===== src/hdl/loader_pkg.sv =====
//====================
// Program loader shared definitions
// C64 address and byte types, sequencer states, write-port opcodes,
// BASIC pointer table sizing and autorun key codes
//====================

package loader_pkg;

	typedef logic [15:0] c64_addr_t;
	typedef logic [7:0]  byte_t;

	// PS/2 word: [10] strobe toggle, [9] pressed, [7:0] scan code
	typedef logic [10:0] ps2_word_t;

	typedef enum logic [2:0] {
		ST_IDLE,
		ST_HEADER,
		ST_DATA,
		ST_PTR_FILL,
		ST_AUTORUN
	} load_state_e;

	typedef enum logic [2:0] {
		WR_NONE,
		WR_SET_LO,
		WR_SET_HI,
		WR_DATA,
		WR_PTR
	} wr_cmd_e;

	//====================
	// BASIC pointer injection
	//====================
	localparam int PTR_COUNT = 12;
	localparam int PTR_IDX_W = 4;

	//====================
	// Autorun typing
	//====================
	// R, U, N, RETURN as press and release pairs
	localparam int KEY_STEPS = 8;

	localparam byte_t SCAN_R      = 8'h2D;
	localparam byte_t SCAN_U      = 8'h3C;
	localparam byte_t SCAN_N      = 8'h31;
	localparam byte_t SCAN_RETURN = 8'h5A;

endpackage

===== src/hdl/c64_loader_top.sv =====
//====================
// C64 program loader
// PRG download, BASIC pointer injection and autorun typing
//====================
`timescale 1ns/1ns

module c64_loader_top
	import loader_pkg::*;
#(
	parameter int unsigned KEY_GAP = 1280000
)
(
	input  logic      clk_sys,
	input  logic      RESET,
	input  logic      ioctl_download_i,
	input  logic      ioctl_wr_i,
	input  c64_addr_t ioctl_addr_i,
	input  byte_t     ioctl_data_i,
	input  logic      io_slot_i,
	input  logic      autorun_en_i,
	input  ps2_word_t ps2_key_i,
	output logic      ioctl_wait_o,
	output logic      mem_we_o,
	output c64_addr_t mem_addr_o,
	output byte_t     mem_data_o,
	output ps2_word_t key_o
);

	wr_cmd_e              wr_cmd;
	logic [PTR_IDX_W-1:0] ptr_idx;
	c64_addr_t            end_addr;
	c64_addr_t            ptr_addr;
	byte_t                ptr_val;
	logic                 autorun_active;
	logic                 tick;
	logic [3:0]           step;
	logic                 done;

	//====================
	// Download and pointer fill
	//====================
	prg_load_fsm u_fsm (
		.clk_sys          (clk_sys),
		.RESET            (RESET),
		.ioctl_download_i (ioctl_download_i),
		.ioctl_wr_i       (ioctl_wr_i),
		.autorun_en_i     (autorun_en_i),
		.pending_i        (ioctl_wait_o),
		.done_i           (done),
		.ioctl_addr_i     (ioctl_addr_i),
		.wr_cmd_o         (wr_cmd),
		.ptr_idx_o        (ptr_idx),
		.autorun_active_o (autorun_active)
	);

	// A pending byte is also the host back-pressure
	mem_write_port u_wr_port (
		.clk_sys    (clk_sys),
		.RESET      (RESET),
		.io_slot_i  (io_slot_i),
		.wr_cmd_i   (wr_cmd),
		.byte_i     (ioctl_data_i),
		.ptr_addr_i (ptr_addr),
		.ptr_val_i  (ptr_val),
		.pending_o  (ioctl_wait_o),
		.end_addr_o (end_addr),
		.mem_we_o   (mem_we_o),
		.mem_addr_o (mem_addr_o),
		.mem_data_o (mem_data_o)
	);

	basic_ptr_table u_ptr_table (
		.ptr_idx_i  (ptr_idx),
		.end_addr_i (end_addr),
		.ptr_addr_o (ptr_addr),
		.ptr_val_o  (ptr_val)
	);

	//====================
	// Autorun keyboard path
	//====================
	keystroke_timer #(
		.KEY_GAP (KEY_GAP)
	) u_key_timer (
		.clk_sys (clk_sys),
		.RESET   (RESET),
		.en_i    (autorun_active),
		.tick_o  (tick),
		.step_o  (step),
		.done_o  (done)
	);

	autorun_keys u_keys (
		.clk_sys   (clk_sys),
		.RESET     (RESET),
		.active_i  (autorun_active),
		.tick_i    (tick),
		.step_i    (step),
		.ps2_key_i (ps2_key_i),
		.key_o     (key_o)
	);

endmodule


===== src/hdl/autorun_keys.sv =====
//====================
// Autorun key generator
// Types R, U, N, RETURN or passes the live keyboard through
//====================
`timescale 1ns/1ns

module autorun_keys
	import loader_pkg::*;
(
	input  logic       clk_sys,
	input  logic       RESET,
	input  logic       active_i,
	input  logic       tick_i,
	input  logic [3:0] step_i,
	input  ps2_word_t  ps2_key_i,
	output ps2_word_t  key_o
);

	logic [3:0] letter_idx;
	byte_t      scan;
	ps2_word_t  key_q;

	// Steps pair up as press and release of one letter
	assign letter_idx = (step_i + 4'd1) >> 1;

	always_comb begin
		case (letter_idx)
			4'd1:    scan = SCAN_R;
			4'd2:    scan = SCAN_U;
			4'd3:    scan = SCAN_N;
			4'd4:    scan = SCAN_RETURN;
			default: scan = 8'h00;
		endcase
	end

	always_ff @(posedge clk_sys) begin
		if (RESET) begin
			key_q <= '0;
		end
		else if (active_i) begin
			// New word per tick, strobe flips so the core sees it
			if (tick_i)
				key_q <= {~key_q[10], step_i[0], 1'b0, scan};
		end
		else begin
			key_q <= ps2_key_i;
		end
	end

	assign key_o = key_q;

endmodule


===== src/hdl/keystroke_timer.sv =====
//====================
// Autorun keystroke timer
// Ticks every KEY_GAP cycles and numbers the typed words
//====================
`timescale 1ns/1ns

module keystroke_timer
	import loader_pkg::*;
#(
	parameter int unsigned KEY_GAP = 1280000
)
(
	input  logic       clk_sys,
	input  logic       RESET,
	input  logic       en_i,
	output logic       tick_o,
	output logic [3:0] step_o,
	output logic       done_o
);

	localparam int CNT_W = (KEY_GAP > 1) ? $clog2(KEY_GAP) : 1;

	logic [CNT_W-1:0] gap_cnt_q;
	logic [3:0]       step_q;

	assign tick_o = en_i && (gap_cnt_q == CNT_W'(KEY_GAP - 1));

	// Step number carried by the coming tick, 1 for the first
	assign step_o = step_q + 4'd1;
	assign done_o = tick_o && (step_o == 4'(KEY_STEPS));

	always_ff @(posedge clk_sys) begin
		if (RESET || !en_i) begin
			gap_cnt_q <= '0;
			step_q    <= 4'd0;
		end
		else if (tick_o) begin
			gap_cnt_q <= '0;
			step_q    <= step_o;
		end
		else begin
			gap_cnt_q <= gap_cnt_q + 1'b1;
		end
	end

endmodule


===== src/hdl/mem_write_port.sv =====
//====================
// Memory write port
// Load address counter and one pending byte, written at an I/O slot
//====================
`timescale 1ns/1ns

module mem_write_port
	import loader_pkg::*;
(
	input  logic      clk_sys,
	input  logic      RESET,
	input  logic      io_slot_i,
	input  wr_cmd_e   wr_cmd_i,
	input  byte_t     byte_i,
	input  c64_addr_t ptr_addr_i,
	input  byte_t     ptr_val_i,
	output logic      pending_o,
	output c64_addr_t end_addr_o,
	output logic      mem_we_o,
	output c64_addr_t mem_addr_o,
	output byte_t     mem_data_o
);

	c64_addr_t load_addr_q;
	logic      pending_q;
	c64_addr_t pend_addr_q;
	byte_t     pend_data_q;

	// Control state
	always_ff @(posedge clk_sys) begin
		if (RESET) begin
			load_addr_q <= 16'h0000;
			pending_q   <= 1'b0;
		end
		else begin
			case (wr_cmd_i)
				WR_SET_LO: load_addr_q[7:0]  <= byte_i;
				WR_SET_HI: load_addr_q[15:8] <= byte_i;
				WR_DATA: begin
					load_addr_q <= load_addr_q + 16'd1;
					pending_q   <= 1'b1;
				end
				WR_PTR: pending_q <= 1'b1;
				default: begin
					if (mem_we_o)
						pending_q <= 1'b0;
				end
			endcase
		end
	end

	// Pending payload
	always_ff @(posedge clk_sys) begin
		if (wr_cmd_i == WR_DATA) begin
			pend_addr_q <= load_addr_q;
			pend_data_q <= byte_i;
		end
		else if (wr_cmd_i == WR_PTR) begin
			pend_addr_q <= ptr_addr_i;
			pend_data_q <= ptr_val_i;
		end
	end

	// The first granted slot takes the pending byte
	assign mem_we_o   = pending_q & io_slot_i;
	assign mem_addr_o = pend_addr_q;
	assign mem_data_o = pend_data_q;

	assign pending_o  = pending_q;
	assign end_addr_o = load_addr_q;

endmodule


===== src/hdl/basic_ptr_table.sv =====
//====================
// BASIC pointer table
// Zero-page target and value for each injected pointer byte
//====================
`timescale 1ns/1ns

module basic_ptr_table
	import loader_pkg::*;
(
	input  logic [PTR_IDX_W-1:0] ptr_idx_i,
	input  c64_addr_t            end_addr_i,
	output c64_addr_t            ptr_addr_o,
	output byte_t                ptr_val_o
);

	always_comb begin
		ptr_addr_o = 16'h0000;
		ptr_val_o  = 8'h00;
		case (ptr_idx_i)
			// TXT start stays at $0801, SAVE start stays zero
			4'd0:  begin ptr_addr_o = 16'h002B; ptr_val_o = 8'h01; end
			4'd1:  begin ptr_addr_o = 16'h002C; ptr_val_o = 8'h08; end
			4'd2:  begin ptr_addr_o = 16'h00AC; ptr_val_o = 8'h00; end
			4'd3:  begin ptr_addr_o = 16'h00AD; ptr_val_o = 8'h00; end
			// VAR, ARY, STR and LOAD_END all point past the program
			4'd4:  begin ptr_addr_o = 16'h002D; ptr_val_o = end_addr_i[7:0]; end
			4'd5:  begin ptr_addr_o = 16'h002F; ptr_val_o = end_addr_i[7:0]; end
			4'd6:  begin ptr_addr_o = 16'h0031; ptr_val_o = end_addr_i[7:0]; end
			4'd7:  begin ptr_addr_o = 16'h00AE; ptr_val_o = end_addr_i[7:0]; end
			4'd8:  begin ptr_addr_o = 16'h002E; ptr_val_o = end_addr_i[15:8]; end
			4'd9:  begin ptr_addr_o = 16'h0030; ptr_val_o = end_addr_i[15:8]; end
			4'd10: begin ptr_addr_o = 16'h0032; ptr_val_o = end_addr_i[15:8]; end
			4'd11: begin ptr_addr_o = 16'h00AF; ptr_val_o = end_addr_i[15:8]; end
			default: begin
				ptr_addr_o = 16'h0000;
				ptr_val_o  = 8'h00;
			end
		endcase
	end

endmodule


===== src/hdl/prg_load_fsm.sv =====
//====================
// PRG load sequencer
// Classifies download bytes, then walks the BASIC pointer table
// and hands over to autorun typing
//====================
`timescale 1ns/1ns

module prg_load_fsm
	import loader_pkg::*;
(
	input  logic                 clk_sys,
	input  logic                 RESET,
	input  logic                 ioctl_download_i,
	input  logic                 ioctl_wr_i,
	input  logic                 autorun_en_i,
	input  logic                 pending_i,
	input  logic                 done_i,
	input  c64_addr_t            ioctl_addr_i,
	output wr_cmd_e              wr_cmd_o,
	output logic [PTR_IDX_W-1:0] ptr_idx_o,
	output logic                 autorun_active_o
);

	localparam logic [PTR_IDX_W-1:0] LAST_IDX = PTR_IDX_W'(PTR_COUNT - 1);

	load_state_e          state_q;
	logic                 dl_q;
	logic                 dl_rise;
	logic                 dl_fall;
	logic                 in_file;
	logic [PTR_IDX_W-1:0] ptr_idx_q;

	assign dl_rise = ioctl_download_i & ~dl_q;
	assign dl_fall = ~ioctl_download_i & dl_q;
	assign in_file = (state_q == ST_HEADER) || (state_q == ST_DATA);

	// Offsets 0 and 1 carry the little-endian load address
	always_comb begin
		wr_cmd_o = WR_NONE;
		if (in_file && ioctl_wr_i) begin
			if (ioctl_addr_i == 16'd0)
				wr_cmd_o = WR_SET_LO;
			else if (ioctl_addr_i == 16'd1)
				wr_cmd_o = WR_SET_HI;
			else
				wr_cmd_o = WR_DATA;
		end
		else if (state_q == ST_PTR_FILL && !pending_i) begin
			wr_cmd_o = WR_PTR;
		end
	end

	always_ff @(posedge clk_sys) begin
		if (RESET) begin
			state_q   <= ST_IDLE;
			dl_q      <= 1'b0;
			ptr_idx_q <= '0;
		end
		else begin
			dl_q <= ioctl_download_i;
			case (state_q)
				ST_IDLE: begin
					if (dl_rise)
						state_q <= ST_HEADER;
				end
				ST_HEADER, ST_DATA: begin
					if (dl_fall) begin
						state_q   <= ST_PTR_FILL;
						ptr_idx_q <= '0;
					end
					else if (ioctl_wr_i && ioctl_addr_i == 16'd1) begin
						state_q <= ST_DATA;
					end
				end
				ST_PTR_FILL: begin
					// One pointer byte per free write slot
					if (!pending_i) begin
						if (ptr_idx_q == LAST_IDX) begin
							ptr_idx_q <= '0;
							state_q   <= autorun_en_i ? ST_AUTORUN : ST_IDLE;
						end
						else begin
							ptr_idx_q <= ptr_idx_q + 1'b1;
						end
					end
				end
				ST_AUTORUN: begin
					if (done_i)
						state_q <= ST_IDLE;
				end
				default: state_q <= ST_IDLE;
			endcase
		end
	end

	assign ptr_idx_o        = ptr_idx_q;
	assign autorun_active_o = (state_q == ST_AUTORUN);

endmodule


===== config.mk =====
export PLATFORM = sky130hd
export DESIGN_NAME = c64_loader_top
export DESIGN_NICKNAME = d
export VERILOG_FILES = /design/src/hdl/loader_pkg.sv /design/src/hdl/c64_loader_top.sv /design/src/hdl/autorun_keys.sv /design/src/hdl/keystroke_timer.sv /design/src/hdl/mem_write_port.sv /design/src/hdl/basic_ptr_table.sv /design/src/hdl/prg_load_fsm.sv
export SDC_FILE = /design/constraint.sdc
export NUM_CORES = 1
export LEC_CHECK = 0
export ABC_AREA = 0
export ABC_CLOCK_PERIOD_IN_PS = 4900
export BUFFER_PORTS_ARGS = -buffer_cell sky130_fd_sc_hd__buf_2
export CORE_ASPECT_RATIO = 1.4
export CORE_MARGIN = 3
export CORE_UTILIZATION = 60
export CTS_BUF_LIST = sky130_fd_sc_hd__clkbuf_4 sky130_fd_sc_hd__clkbuf_8 sky130_fd_sc_hd__clkbuf_16
export DETAILED_ROUTE_END_ITERATION = 10
export PLACE_DENSITY = 0.94
export SYNTH_ARGS = -nofsm -noshare
export SYNTH_HDL_FRONTEND = slang
export SYNTH_HIERARCHICAL = 1
export SYNTH_SLANG_ARGS = --single-unit

===== constraint.sdc =====
create_clock -name clk_sys -period 4.9 [get_ports clk_sys]
set_input_delay 0.245 -clock clk_sys [delete_from_list [all_inputs] [get_ports clk_sys]]
set_output_delay 0.245 -clock clk_sys [all_outputs]
set_load 0.03 [all_outputs]

Word level (Yosys, flattened, before mapping)
Cells that the tools add are included.
{"block": "totals", "reg_bits": 85, "in_bits": 41, "word_cells": 111}
{"block": "classes", "n_addsub": 5, "eq_ne": 33, "mux": 29, "bitwise_logic": 7, "n_reduce_logical": 26}
{"cell": "8-bit one-hot mux with 12 select lines", "n": 1}
{"cell": "16-bit two-way mux", "n": 2}
{"cell": "8-bit one-hot mux with 2 select lines", "n": 2}
{"cell": "8-bit one-hot mux with 4 select lines", "n": 1}
{"cell": "3-bit two-way mux", "n": 10}
{"cell": "7-bit one-hot mux with 4 select lines", "n": 1}
{"cell": "11-bit two-way mux", "n": 2}
{"cell": "21-bit by 1-bit adder with 21-bit output, second input constant", "n": 1}
{"cell": "21-bit equality test, second input constant", "n": 1}
{"cell": "4-bit equality test, second input constant", "n": 5}
{"cell": "3-bit by 2-bit equality test with 1-bit output, second input constant", "n": 6}
{"cell": "16-bit by 1-bit adder with 16-bit output, second input constant", "n": 1}
{"cell": "16-bit by 1-bit equality test with 1-bit output, second input constant", "n": 1}
{"cell": "4-bit by 3-bit equality test with 1-bit output, second input constant", "n": 4}
{"cell": "16-bit logical NOT", "n": 1}
{"cell": "8-bit two-way mux", "n": 2}
{"cell": "4-bit by 1-bit adder with 4-bit output, second input constant", "n": 3}
{"cell": "4-bit two-way mux", "n": 3}
{"cell": "3-bit one-hot mux with 4 select lines", "n": 1}
{"cell": "2-bit nonzero test", "n": 5}
{"cell": "3-bit by 1-bit equality test with 1-bit output, second input constant", "n": 3}
{"cell": "3-bit equality test, second input constant", "n": 3}
{"cell": "4-bit by 2-bit equality test with 1-bit output, second input constant", "n": 2}
{"cell": "2-bit != test, second input constant", "n": 4}
{"cell": "18 further kinds", "n": 35}

Logic depth before layout (Yosys ltp)
Gate-level depths: netlist of run 1.
{"block": "depth", "depth_word": 8, "mapped_depth": 11, "depth_no_buf": 9}

Hierarchy
The synthesis of run 1 kept the hierarchy.
{"module": "mem_write_port", "n_inst": 1, "cells_each": 206, "area_each_um2": 2163.3, "seq_area_each_um2": 1061.0}
{"module": "keystroke_timer", "n_inst": 1, "cells_each": 136, "area_each_um2": 1198.6, "seq_area_each_um2": 500.5}
{"module": "autorun_keys", "n_inst": 1, "cells_each": 88, "area_each_um2": 737.0, "seq_area_each_um2": 220.2}
{"module": "prg_load_fsm", "n_inst": 1, "cells_each": 71, "area_each_um2": 578.1, "seq_area_each_um2": 160.2}
{"module": "basic_ptr_table", "n_inst": 1, "cells_each": 49, "area_each_um2": 301.5, "seq_area_each_um2": 0.0}

Least setup slack after synthesis of run 1
Ideal clock, no wire load.
{"block": "synth_path", "path_type": "register to register", "start": "reg u_fsm.state_q[2]", "end": "reg u_fsm.state_q[0]", "setup_ns": 0.121, "arrival_ns": 2.395, "required_time_ns": 4.779, "slack_ns": 2.384, "path_stages_with_launch": 10, "path_buffers": 0, "path_cell_list": "dfxtp_1 inv_1 nor3_1 nor4b_1 nand4_1 nor2_1 and4b_1 nand2b_1 nand3_2 mux2_4"}
{"block": "synth_via", "elab_chain_cells": 5}
{"element": "start, declared", "line": "prg_load_fsm.sv:26", "rtl": "load_state_e state_q;"}
{"element": "start signal, assigned", "line": "prg_load_fsm.sv:80", "rtl": "state_q <= autorun_en_i ? ST_AUTORUN : ST_IDLE;"}
{"element": "3-bit equality test", "line": "prg_load_fsm.sv:97", "rtl": "assign autorun_active_o = (state_q == ST_AUTORUN);"}
{"element": "net autorun_active", "line": "c64_loader_top.sv:34", "rtl": "logic autorun_active;"}
{"element": "1-bit logical AND", "line": "keystroke_timer.sv:26", "rtl": "assign tick_o = en_i && (gap_cnt_q == CNT_W'(KEY_GAP - 1));"}
{"element": "net tick", "line": "c64_loader_top.sv:35", "rtl": "logic tick;"}
{"element": "1-bit logical AND", "line": "keystroke_timer.sv:30", "rtl": "assign done_o = tick_o && (step_o == 4'(KEY_STEPS));"}
{"element": "net done", "line": "c64_loader_top.sv:37", "rtl": "logic done;"}
{"element": "2-bit != test (no line)"}
{"element": "5-bit AND reduction (no line)"}
The timed path passes the listed nets, and every way through them passes these cells.
A chain may end at the register's enable or synchronous reset.

Worst setup path after layout of run 1
{"block": "layout_path", "start": "reg u_fsm.state_q[2]", "end": "reg u_keys.key_q[1], in the netlist u_keys/key_o[1]"}
{"block": "layout_via", "elab_chain_cells": 3}
{"element": "3-bit equality test", "line": "prg_load_fsm.sv:97"}
{"element": "net autorun_active", "line": "c64_loader_top.sv:34"}
{"element": "1-bit logical AND", "line": "keystroke_timer.sv:26"}
{"element": "net tick", "line": "c64_loader_top.sv:35"}
{"element": "2-bit != test (no line)"}
{"element": "end signal, assigned", "line": "autorun_keys.sv:43", "rtl": "key_q <= {~key_q[10], step_i[0], 1'b0, scan};"}
{"element": "end signal, assigned", "line": "autorun_keys.sv:46", "rtl": "key_q <= ps2_key_i;"}
{"element": "end, declared", "line": "autorun_keys.sv:21", "rtl": "ps2_word_t key_q;"}
The timed path passes the listed nets, and every way through them passes these cells.

==> results of run 1 <==
==> final cells by class <==
| cell class | instances | area (um^2) |
|---|---|---|
| multi-input cells | 413 | 2770 |
| clock buffers | 10 | 138 |
| clock inverters | 6 | 38.8 |
| well taps | 100 | 125 |
| flip-flops and latches | 85 | 1940 |
| fillers | 594 | 2390 |
| repair buffers | 82 | 423 |
| inverters | 17 | 63.8 |
==> cell usage after synthesis, drive strengths merged, types with 7 or more instances <==
cell,instances
dfxtp,61
nor2,46
a21oi,38
nand2,36
buf,31
o21ai,25
edfxtp,24
mux2,24
nand3,20
inv,17
nand2b,14
xnor2,14
clkbuf,12
nor2b,12
a31oi,11
nand4,11
nor3b,11
a211oi,10
nor3,10
nor4,10
o31ai,10
or4,10
xor2,9
a22o,7
or3,7
==> how the worst max path moves through the flow <==
stage | startpoint | to | slack [ps] | depth (start not counted)
after floorplan | u_fsm/state_q[2] | u_fsm/state_q[0] | 2380 | 9
after global placement | u_fsm/state_q[2] | u_keys/key_o[6] | 2140 | 11
after detailed placement | u_fsm/state_q[2] | u_keys/key_o[6] | 2010 | 11
after CTS | u_fsm/state_q[2] | u_keys/key_o[6] | 1990 | 11
after global routing | u_fsm/state_q[2] | u_keys/key_o[6] | 1660 | 11
final | u_fsm/state_q[2] | u_keys/key_o[1] | 1920 | 11
==> power by group <==
part	total (mW)	internal, mW	switching [mW]	leakage (nW)
clock network	0.456	0.196	0.260	0.0880
logic	0.287	0.110	0.177	1.16
registers	0.832	0.765	0.0671	0.705
total	1.57	1.07	0.504	1.96
==> worst min-delay path: cells and delay by family <==
family,cells,cell delay [ps]
compound gates,1,50
buf+inv,1,100
simple gates,1,50
==> cells by family (layout without fill, tap and decap cells) <==
| logic type | Yosys count | count (layout) | synth area share (%) |
|---|---|---|---|
| AOI/OAI and AO/OA | 127 | 127 | 16.8 |
| xor gates and xnor gates | 23 | 23 | 4.05 |
| adders and majority gates | 8 | 8 | 1.91 |
| buffers and inverters | 60 | 115 | 6.03 |
| DFF | 85 | 85 | 39.0 |
| muxes | 29 | 29 | 6.51 |
| other | 1 | 9 | 0.0753 |
| and+or+nand+nor | 217 | 217 | 25.6 |
==> sequential cells by signal (all words and copies together) (netlist names) <==
name and flops:
u_wr_port/pending_o 1, u_fsm/ptr_idx_o 4, u_fsm/dl_q 1, u_wr_port/mem_addr_o 16, u_fsm/state_q 3, u_wr_port/mem_data_o 8
u_key_timer/gap_cnt_q 21, u_keys/key_o 11, u_key_timer/step_q 4, u_wr_port/end_addr_o 16
==> through the flow <==
step | cell area (um^2) | setup WS, ps
CTS | 5500 | 1990
floorplan | 5010 | 2380
finish | 5500 | 1920
detailed placement | 5330 | 2010
global route | 5500 | 1660
global placement | 5330 | 2140
==> metal layers <==
metal | part of all wire (%) | global-route usage (%) | vias up
met1 | 37 | 28.0 | 2152
met5 | 0 | 0 | -
li1 | - | - | 2129
met3 | 6.0 | 4.34 | 53
met2 | 53 | 47.3 | 217
met4 | 4.4 | 15.6 | 0
==> layout by cell type (no fill, tap or decap), types with 8 or more instances in the layout <==
cell      instances
nand4_1           9
nand3_1          17
edfxtp_1         24
nand2_1          35
o21ai_0          17
nor3_1            9
dfxtp_1          61
clkbuf_8         10
conb_1            9
a21oi_1          36
nor3b_1          11
nor2b_1          12
mux2_2           23
a31oi_1          11
xnor2_1          14
nor2_1           46
a211oi_1          8
o31ai_1          10
xor2_1            9
inv_1            17
buf_2            77
nand2b_1         14
==> impl_table.tex, run 1 <==
\begin{tabular}{lr}
\hline
Metric & Value \\
\hline
\multicolumn{2}{l}{\textbf{Yosys}} \\
Number of standard cells after synthesis & 550 \\
Area share of the leading cell type in the synthesized netlist & roughly a quarter \\
Sequential-to-total area share from yosys stat & a little under 40\% \\
Ys async rst share & 0\% \\
Top post-synthesis cells by area & dfxtp\_1 25\%, edfxtp\_1 14\%, mux2\_2 5.2\% \\
Total standard cell area after synthesis & 0.00498 mm\^{}2 \\
Number of enable-type register cells in the synthesized netlist & 24 \\
Synth warnings & 6 \\
Leading register cell type out of synthesis & dfxtp\_1 \\
Count of cell types in the netlist & 76 \\
Post-Syn Area per Cell & between 9 and 10 um\^{}2 \\
Count of state elements after synthesis & 85 \\
Post-synth top area cell & dfxtp\_1 \\
\multicolumn{2}{l}{\textbf{Critical path}} \\
Crit-path slowest cell & dfxtp\_1 \\
Startpoint-to-endpoint class of the critical path & flop to flop \\
CP cell instances & inv\_1 > nor3\_2 > buf\_4 > nor4b\_1 > nand4\_1 > nor2\_1 > buf\_4 > and4b\_1 > o21ai\_1 > and3\_4 > a211oi\_2 \\
Crit path arrival time & about 3300 ps \\
Critical Path End Type & flop \\
Reg2reg path depth & 11 \\
Critical path startpoint category & flop \\
Bufs and invs on worst path & 3 \\
Critical path fanouts, max & 26 \\
Longest individual stage delay on the worst path & 540 ps \\
Internal reg-to-reg setup slack & about 1900 ps \\
Crit-path leading delay family & simple AND/OR/NAND/NOR gates \\
Cell repeated most along the worst path & buf\_4 \\
Origin of the critical flop-to-flop path & u\_fsm/state\_q[2] \\
Worst R2R End & u\_keys/key\_o[1] \\
Data required, critical path & approximately 5200 ps \\
\multicolumn{2}{l}{\textbf{Floorplan}} \\
Die extent in y & about 110 um \\
I/O pin count & just under 80 \\
Core box area & just under 0.008 mm\^{}2 \\
Die Area & roughly 0.0094 mm\^{}2 \\
Overall die width & 83.0 um \\
Effective utilization at floorplan & 63.1\% \\
Count of standard-cell rows & 38 \\
\multicolumn{2}{l}{\textbf{STA}} \\
Transition time at the pin with the least slew margin & just under 1000 ps \\
Max-Slew Margin vs Limit & approximately a third \\
Fin. Hold Viols & 0 \\
Max-slew violations & 0 \\
Total Negative Setup Slacks & 0 ps \\
Max Clock Freq & approximately 340 MHz \\
Period utilization & a little over 60\% \\
Final setup fails & 0 \\
Clock skew after layout & around 11 ps \\
Setup repair after global routing missed its margin & no \\
Worst hold margin & between 100 and 150 ps \\
Minimum clock period & between 2000 and 3000 ps \\
\multicolumn{2}{l}{\textbf{Clocking}} \\
Clk root buf & clkbuf\_8 \\
CTS tree & done \\
Total clock buffers created by CTS & 9 \\
Clock-pin slew of the registers on the worst-case setup and hold paths & approximately 90 ps \\
Maximum number of buffers from clock root to sink & 2 \\
Depth of the CTS H-tree & 3 \\
Count of clock tree sinks & 85 \\
Cells resized by post-CTS repair & 0 \\
Clock Latency Late Sink & $\sim$360 ps \\
Setup fix buffers added after clock tree synthesis & 0 \\
Post-CTS Hold Fix Bufs & 0 \\
\multicolumn{2}{l}{\textbf{Global route}} \\
Remaining Overflow, GRT & 0 \\
Global-route wire length before repair & approximately 20 mm \\
Global-route usage over all layers & approximately 26\% \\
Pin count of the biggest net entering global routing & 42 \\
Antenna violations before repair & 0 \\
Via count of the first global-routing pass & 4533 \\
\multicolumn{2}{l}{\textbf{Min path}} \\
Worst hold path endpoint & u\_fsm/state\_q[2] \\
Worst Min Path Start & autorun\_en\_i \\
Tightest Hold Check Type & input port to flop \\
Instance count along the most critical hold path & 3 \\
\multicolumn{2}{l}{\textbf{Place}} \\
Post-detailed-placement half-perimeter wirelength & approximately 8.6 mm \\
Weighted congestion reported at the end of routability-driven placement & approximately 0.93 \\
Count of buffers from port buffering & 77 \\
Placed instance count & around 700 \\
\multicolumn{2}{l}{\textbf{Route}} \\
DRC violation total after the first TritonRoute iteration & roughly 410 \\
DR vias/cell & $\sim$6.4 \\
Antenna-violating nets left & 0 \\
Wirelength, routed & $\sim$12 mm \\
Drt pass-1 iters & 7 \\
Routed wirelength normalized by instance count & 17.2 um \\
Number of vias in the routed layout & between 4000 and 5000 \\
Number of remaining DRC errors & 0 \\
\multicolumn{2}{l}{\textbf{Cells and area}} \\
Signed area change from the synthesized netlist to the final layout & 10.5\% \\
Ratio of cells with drive above 1 in the final layout & between 20\% and 30\% \\
Post-route core utilization & 69.7\% \\
Number of standard cells in the layout, taps in and fillers out & $\sim$710 \\
Net total in the final layout & about 660 \\
Ant diodes & 0 \\
\multicolumn{2}{l}{\textbf{Pwr}} \\
Standby leakage power & between 1.5 and 2 nW \\
Power, Total & about 1.6 mW \\
IR Drop Worst-Case VDD & 0.262 mV \\
P per Cell Area & 286 mW/mm\^{}2 \\
\multicolumn{2}{l}{\textbf{Job}} \\
Count of max-cap constraint violations & 0 \\
\multicolumn{2}{l}{\textbf{Status}} \\
Result of the run & finished clean \\
\hline
\end{tabular}
(Power assumes the default switching activity.)
==> run 2: changes to the inputs <==
ABC_CLOCK_PERIOD_IN_PS = 2400   (was 4900)
CORE_UTILIZATION = 52   (was 60)
PLACE_DENSITY = 0.87   (was 0.94)
clock period = 2.4 ns   (was 4.9 ns; I/O delays follow)
==> impl_table.tex, run 2 (synthesized netlist as in run 1, its figures left out) <==
\begin{tabular}{lr}
\hline
Metric & Value \\
\hline
\multicolumn{2}{l}{\textbf{Status}} \\
Result of the run & finished clean \\
\multicolumn{2}{l}{\textbf{Route}} \\
Drt pass-1 iters & 5 \\
Routed wirelength normalized by instance count & $\sim$16 um \\
Antenna-violating nets left & 0 \\
Number of remaining DRC errors & 0 \\
DR vias/cell & just over 6 \\
Number of vias in the routed layout & 4495 \\
Wirelength, routed & around 12 mm \\
DRC violation total after the first TritonRoute iteration & about 330 \\
\multicolumn{2}{l}{\textbf{Cells and area}} \\
Fill cell count & about 750 \\
Post-route core utilization & between 60\% and 70\% \\
Net total in the final layout & 668 \\
Ant diodes & 0 \\
Signed area change from the synthesized netlist to the final layout & 15.9\% \\
Number of flip-flops under the largest register name & 21 \\
Sequential cell area & roughly 0.0019 mm\^{}2 \\
Register containing the most flip-flops in the final layout & u\_key\_timer/gap\_cnt\_q \\
Total area of multi-input combinational cells & roughly 0.0028 mm\^{}2 \\
Total non-filler cell area in the finished layout & 0.00577 mm\^{}2 \\
Ratio of cells with drive above 1 in the final layout & a little over a quarter \\
Leading cell types in the layout, fill and taps excluded & 77 x buf\_2, 60 x dfxtp\_1, 45 x nor2\_1 \\
Leading cell type in the layout, fill and taps excluded & buf\_2 \\
\multicolumn{2}{l}{\textbf{Global route}} \\
Global-route usage over all layers & between 20 and 25\% \\
Antenna violations before repair & 0 \\
Via count of the first global-routing pass & $\sim$4300 \\
Pin count of the biggest net entering global routing & 42 \\
Global-route wire length before repair & $\sim$19 mm \\
Remaining Overflow, GRT & 0 \\
\multicolumn{2}{l}{\textbf{STA}} \\
Period utilization & between 90\% and 100\% \\
Max-slew violations & 0 \\
Setup repair after global routing missed its margin & no \\
Minimum clock period & 2220 ps \\
Final setup fails & 0 \\
Max Clock Freq & 450 MHz \\
Transition time at the pin with the least slew margin & around 820 ps \\
Fin. Hold Viols & 0 \\
Clock skew after layout & just over 8 ps \\
Worst Slack Setup Final & approximately 180 ps \\
Total Negative Setup Slacks & 0 ps \\
Max-Slew Margin vs Limit & 45.7\% \\
\multicolumn{2}{l}{\textbf{Place}} \\
Place WS & 112 ps \\
Standard cell area after detailed placement & around 0.0055 mm\^{}2 \\
Post-detailed-placement half-perimeter wirelength & 8.57 mm \\
Weighted congestion reported at the end of routability-driven placement & approximately 0.85 \\
Count of buffers from port buffering & 77 \\
\multicolumn{2}{l}{\textbf{Clocking}} \\
Depth of the CTS H-tree & 3 \\
Total clock buffers created by CTS & 9 \\
CTS tree & done \\
Count of clock tree sinks & between 80 and 90 \\
Clock-pin slew of the registers on the worst-case setup and hold paths & roughly 60 ps \\
Maximum number of buffers from clock root to sink & 2 \\
Post-CTS Hold Fix Bufs & 0 \\
Clock Latency Late Sink & about 340 ps \\
Clk root buf & clkbuf\_16 \\
\multicolumn{2}{l}{\textbf{Critical path}} \\
Origin of the critical flop-to-flop path & u\_fsm/state\_q[0] \\
Cell repeated most along the worst path & nand2\_1 \\
Crit path arrival time & 2410 ps \\
Critical path startpoint category & flop \\
Worst R2R End & u\_wr\_port/end\_addr\_o[9] \\
Data required, critical path & roughly 2600 ps \\
Critical path fanouts, max & 23 \\
CP cell instances & xnor2\_1 > nor2\_1 > nand2\_1 > a21oi\_2 > buf\_6 > nand2\_1 > or4\_2 > o21ai\_0 > a211oi\_1 \\
Crit-path slowest cell & or4\_2 \\
Internal reg-to-reg setup slack & $\sim$180 ps \\
Longest individual stage delay on the worst path & approximately 530 ps \\
Startpoint-to-endpoint class of the critical path & flop to flop \\
Reg2reg path depth & 9 \\
Critical Path End Type & flop \\
\multicolumn{2}{l}{\textbf{Pwr}} \\
P per Cell Area & between 600 and 700 mW/mm\^{}2 \\
Power, Total & $\sim$3.7 mW \\
IR Drop Worst-Case VDD & 0.454 mV \\
Standby leakage power & 2.09 nW \\
\multicolumn{2}{l}{\textbf{Floorplan}} \\
Count of standard-cell rows & 41 \\
Core box area & slightly above 0.009 mm\^{}2 \\
Die Area & approximately 0.011 mm\^{}2 \\
Overall die width & roughly 90 um \\
I/O pin count & 78 \\
Die extent in y & $\sim$120 um \\
Effective utilization at floorplan & 54.2\% \\
\multicolumn{2}{l}{\textbf{Min path}} \\
Worst Min Path Start & ioctl\_download\_i \\
Worst hold path endpoint & u\_fsm/dl\_q \\
Tightest Hold Check Type & input port to flop \\
Instance count along the most critical hold path & 2 \\
\multicolumn{2}{l}{\textbf{Job}} \\
Count of max-cap constraint violations & 0 \\
\hline
\end{tabular}
[run 2: stage by stage]
stage / hold slack, ps / instances
2_1_floorplan: 248 / 558
3_3_place_gp: 352 / 717
3_5_place_dp: 370 / 717
4_1_cts: 15.1 / 733
5_1_grt: 31.7 / 733
6_report: 23.6 / 733
[run 2: power breakdown]
group | leakage [nW] | switching, mW | internal, mW
clock network | 0.147 | 0.524 | 0.846
registers | 0.706 | 0.124 | 1.56
logic | 1.24 | 0.375 | 0.256
total | 2.09 | 1.02 | 2.67
[run 2: worst max-delay path by stage]
stage	startpoint	endpoint	slack, ps
floorplan	u_fsm/state_q[2]	u_fsm/state_q[0]	20
global placement	u_fsm/state_q[2]	u_keys/key_o[1]	170
detailed placement	u_fsm/state_q[2]	u_keys/key_o[1]	110
CTS	u_fsm/state_q[1]	u_wr_port/end_addr_o[9]	100
global route	u_fsm/state_q[2]	u_keys/key_o[6]	50
finish	u_fsm/state_q[0]	u_wr_port/end_addr_o[9]	180
[run 2: area by class of cell]
| cell class | count | share of cell area (%) |
|---|---|---|
| multi-input combinational | 413 | 48.3 |
| timing repair buffer | 95 | 9.52 |
| tap | 107 | 2.32 |
| clock buffer | 13 | 4.42 |
| clock inverter | 3 | 0.651 |
| inverter | 17 | 1.11 |
| sequential | 85 | 33.7 |
[run 2: what timing repair did]
| action | 4_1_cts | 5_1_grt |
|---|---|---|
| resized for setup | 0 | 6 |
| setup endpoints to repair | 0 | 14 |
| buffers inserted | 0 | 0 |
[run 2: critical path, delay by kind of cell, from the launching register on]
family                 cells  cell delay, ps
AND/OR/NAND/NOR            4             870
buffers and inverters      1             230
AO/OA/AOI/OAI              3             470
flip-flops                 1             400
XOR/XNOR                   1             100
[run 2: routing by layer]
metal / wire (um) / vias to the layer above / GRT usage, %
met4: 495 / 0 / 13.8
met3: 695 / 40 / 4.60
met1: 4430 / 2116 / 23.7
met5: 0 / - / 0
met2: 6310 / 194 / 38.9
li1: - / 2145 / -
==> run 3: changes to the inputs <==
ABC_AREA = 1   (was 0)
==> impl_table.tex, run 3 <==
\begin{tabular}{lr}
\hline
Metric & Value \\
\hline
\multicolumn{2}{l}{\textbf{Floorplan}} \\
Effective utilization at floorplan & 53.9\% \\
I/O pin count & 78 \\
Overall die width & 89.9 um \\
Core box area & 0.00951 mm\^{}2 \\
Die Area & between 0.01 and 0.015 mm\^{}2 \\
Count of standard-cell rows & 42 \\
Die extent in y & about 120 um \\
\multicolumn{2}{l}{\textbf{Yosys}} \\
Dominant combinational cell family by area after synthesis & simple AND/OR/NAND/NOR gates \\
Total standard cell area after synthesis & between 0.005 and 0.006 mm\^{}2 \\
Number of enable-type register cells in the synthesized netlist & 24 \\
Synth warnings & 6 \\
Synthesized-area fraction occupied by ao, oa, aoi and oai cells & about a tenth \\
Count of cell types in the netlist & 43 \\
Share of cell area taken by muxes after synthesis & 0\% \\
Count of state elements after synthesis & 85 \\
Post-synthesis share of cell area spent on xor and xnor gates & 2.05\% \\
Area share of fa/ha/maj cells after synthesis & approximately 1.5\% \\
Leading post-synthesis cells by instance count & 219 x nand2\_1, 121 x nor2\_1, 84 x inv\_1 \\
Leading register cell type out of synthesis & dfxtp\_1 \\
Dominant cell by count in the synthesized netlist & nand2\_1 \\
Sequential-to-total area share from yosys stat & a little under two fifths \\
Post-Syn Area per Cell & between 6 and 7 um\^{}2 \\
Simple-gate share of the synthesized area & between 30 and 40\% \\
Ys async rst share & 0\% \\
Number of standard cells after synthesis & between 700 and 800 \\
Top post-synthesis cells by area & dfxtp\_1 24\%, nand2\_1 16\%, edfxtp\_1 14\% \\
Area share of the leading cell type in the synthesized netlist & between 20\% and 30\% \\
Post-synth top area cell & dfxtp\_1 \\
\multicolumn{2}{l}{\textbf{Global route}} \\
Antenna violations before repair & 0 \\
Via count of the first global-routing pass & roughly 4500 \\
Pin count of the biggest net entering global routing & between 40 and 50 \\
Remaining Overflow, GRT & 0 \\
Global-route wire length before repair & around 20 mm \\
Global-route usage over all layers & between 20\% and 30\% \\
\multicolumn{2}{l}{\textbf{Clocking}} \\
Post-CTS Hold Fix Bufs & 0 \\
Total clock buffers created by CTS & 9 \\
Clock-pin slew of the registers on the worst-case setup and hold paths & $\sim$60 ps \\
Clock Latency Late Sink & $\sim$340 ps \\
Maximum number of buffers from clock root to sink & 2 \\
Clk root buf & clkbuf\_16 \\
Count of clock tree sinks & 85 \\
Setup fix buffers added after clock tree synthesis & 0 \\
Depth of the CTS H-tree & 3 \\
CTS tree & done \\
\multicolumn{2}{l}{\textbf{Route}} \\
Drt pass-1 iters & 8 \\
Antenna-violating nets left & 0 \\
DR vias/cell & between 5 and 6 \\
DRC violation total after the first TritonRoute iteration & 348 \\
Wirelength, routed & $\sim$12 mm \\
Number of vias in the routed layout & 5061 \\
Number of remaining DRC errors & 1 \\
Routed wirelength normalized by instance count & around 12 um \\
\multicolumn{2}{l}{\textbf{STA}} \\
Max Clock Freq & about 450 MHz \\
Setup repair after global routing missed its margin & yes \\
Clock skew after layout & 7.28 ps \\
Final setup fails & 0 \\
Max-slew violations & 0 \\
Max-Slew Margin vs Limit & between 60 and 70\% \\
Worst Slack Setup Final & about 190 ps \\
Fin. Hold Viols & 0 \\
Transition time at the pin with the least slew margin & about 520 ps \\
Period utilization & 92.1\% \\
Minimum clock period & 2210 ps \\
\multicolumn{2}{l}{\textbf{Critical path}} \\
Critical path fanouts, max & 11 \\
Crit path arrival time & $\sim$2500 ps \\
Reg2reg path depth & 13 \\
Origin of the critical flop-to-flop path & u\_fsm/state\_q[0] \\
Data required, critical path & 2680 ps \\
Cell count along the critical path & 13 \\
CP cell instances & inv\_2 > nand2\_4 > nand3\_2 > inv\_1 > nand2\_1 > a21oi\_1 > inv\_2 > nor2\_4 > buf\_4 > nand2\_1 > o22ai\_1 > nor2\_1 > nor2\_1 \\
Critical path startpoint category & flop \\
Internal reg-to-reg setup slack & 190 ps \\
Critical Path End Type & flop \\
Crit-path leading delay family & simple AND/OR/NAND/NOR gates \\
Startpoint-to-endpoint class of the critical path & flop to flop \\
Critical Path Start & u\_fsm/state\_q[0] \\
Bufs and invs on worst path & 4 \\
Crit-path slowest cell & dfxtp\_1 \\
Longest individual stage delay on the worst path & between 300 and 400 ps \\
\multicolumn{2}{l}{\textbf{Cells and area}} \\
Ratio of cells with drive above 1 in the final layout & roughly 18\% \\
Fill cell count & approximately 830 \\
Register containing the most flip-flops in the final layout & u\_key\_timer/gap\_cnt\_q \\
Leading cell types in the layout, fill and taps excluded & 219 x nand2\_1, 121 x nor2\_1, 84 x inv\_1 \\
Ant diodes & 0 \\
Sequential cell area & around 0.0019 mm\^{}2 \\
Number of flip-flops under the largest register name & 21 \\
Net total in the final layout & just under 900 \\
Leading cell type in the layout, fill and taps excluded & nand2\_1 \\
Total area of multi-input combinational cells & 0.00270 mm\^{}2 \\
Signed area change from the synthesized netlist to the final layout & 16.1\% \\
\multicolumn{2}{l}{\textbf{Place}} \\
Place WS & between 200 and 250 ps \\
Weighted congestion reported at the end of routability-driven placement & roughly 0.93 \\
Count of buffers from port buffering & 77 \\
Post-detailed-placement half-perimeter wirelength & around 9 mm \\
\multicolumn{2}{l}{\textbf{Status}} \\
Result of the run & finished with violations \\
Violations in the final reports & DRC \\
\multicolumn{2}{l}{\textbf{Pwr}} \\
Logic gate share of total power & between 30 and 40\% \\
Switching portion of total power & approximately 36\% \\
P per Cell Area & 804 mW/mm\^{}2 \\
Standby leakage power & between 2 and 3 nW \\
Clk pwr share & a little over 30\% \\
Internal & slightly above 3 mW \\
Relative contribution of sequential cells to total power & approximately two fifths \\
Power, Total & about 4.8 mW \\
IR Drop Worst-Case VDD & approximately 0.48 mV \\
Switching power total & $\sim$1.7 mW \\
\multicolumn{2}{l}{\textbf{Job}} \\
Count of max-cap constraint violations & 0 \\
\multicolumn{2}{l}{\textbf{Min path}} \\
Worst Min Path Start & ioctl\_download\_i \\
Instance count along the most critical hold path & 3 \\
Tightest Hold Check Type & input port to flop \\
\hline
\end{tabular}
## run 3: changes by cell type after synthesis, moves of 12 or more
| cell | before | now |
|---|---|---|
| nor2_4 | 0 | 12 |
| nand2b_1 | 14 | 0 |
| inv_1 | 17 | 84 |
| o21ai_0 | 17 | 31 |
| mux2_2 | 23 | 0 |
| nor2_1 | 46 | 121 |
| nand2_1 | 35 | 219 |
| nor2b_1 | 12 | 0 |
| nand3_1 | 17 | 55 |
## run 3: area by class of cell
cell class / count / share of cell area, %
clock buffers: 12 / 4.17
well taps: 132 / 2.78
multi-input cells: 564 / 45.3
repair buffers: 88 / 7.93
inverters: 95 / 6.02
clock inverters: 3 / 1.09
flip-flops and latches: 85 / 32.7
## run 3: metal layers
| layer | part of all wire, % | vias to the layer above | global-route usage (%) |
|---|---|---|---|
| met1 | 37 | 2239 | 23.8 |
| met2 | 52 | 222 | 41.1 |
| li1 | - | 2557 | - |
| met5 | 0 | - | 0 |
| met4 | 4.5 | 0 | 12.9 |
| met3 | 6.9 | 43 | 3.53 |
## run 3: timing repair
action / 4_1_cts / 5_1_grt
endpoints found under the setup margin: 0 / 8
gates resized for setup: 0 / 2
endpoints found under the hold margin: 0 / 0
## run 3: final timing paths
check                        endpoint
min                        u_fsm/dl_q
max           u_wr_port/end_addr_o[5]
min reg2reg  u_key_timer/gap_cnt_q[0]
max reg2reg   u_wr_port/end_addr_o[5]
## run 3: through the flow
step / std cells / hold WS, ps / TNS [ps] / util [%] / cell area, um^2
4_1_cts: 979 / 7.53 / 0 / 62.4 / 5940
6_report: 979 / 6.37 / 0 / 62.5 / 5950
3_5_place_dp: 964 / 353 / 0 / 59.1 / 5620
3_3_place_gp: 964 / 354 / 0 / 59.1 / 5620
5_1_grt: 979 / 40.0 / -0.0278 / 62.5 / 5950
2_1_floorplan: 768 / 189 / 0 / - / 5150
## run 3: power by group through the flow
stage / sequential, mW / clock (mW) / combinational (mW)
6_report: 1.84 / 1.47 / 1.47
3_3_place_gp: 1.86 / 0 / 1.41
4_1_cts: 1.83 / 1.48 / 1.46
2_1_floorplan: 1.96 / 0 / 0.991
5_1_grt: 1.86 / 1.54 / 1.63
3_5_place_dp: 1.86 / 0 / 1.44
## run 3: cell families (layout without fill, tap and decap cells)
group	Yosys count	after routing
other	1	9
xor gates and xnor gates	12	12
and+or+nand+nor	448	448
DFF	85	85
AOI/OAI and AO/OA	89	89
buffers and inverters	119	198
adders and majority gates	6	6
## run 3: tightest hold or removal path, delay by kind of cell
kind	cells	cell delay (ps)
simple gates	1	30
buf+inv	2	150
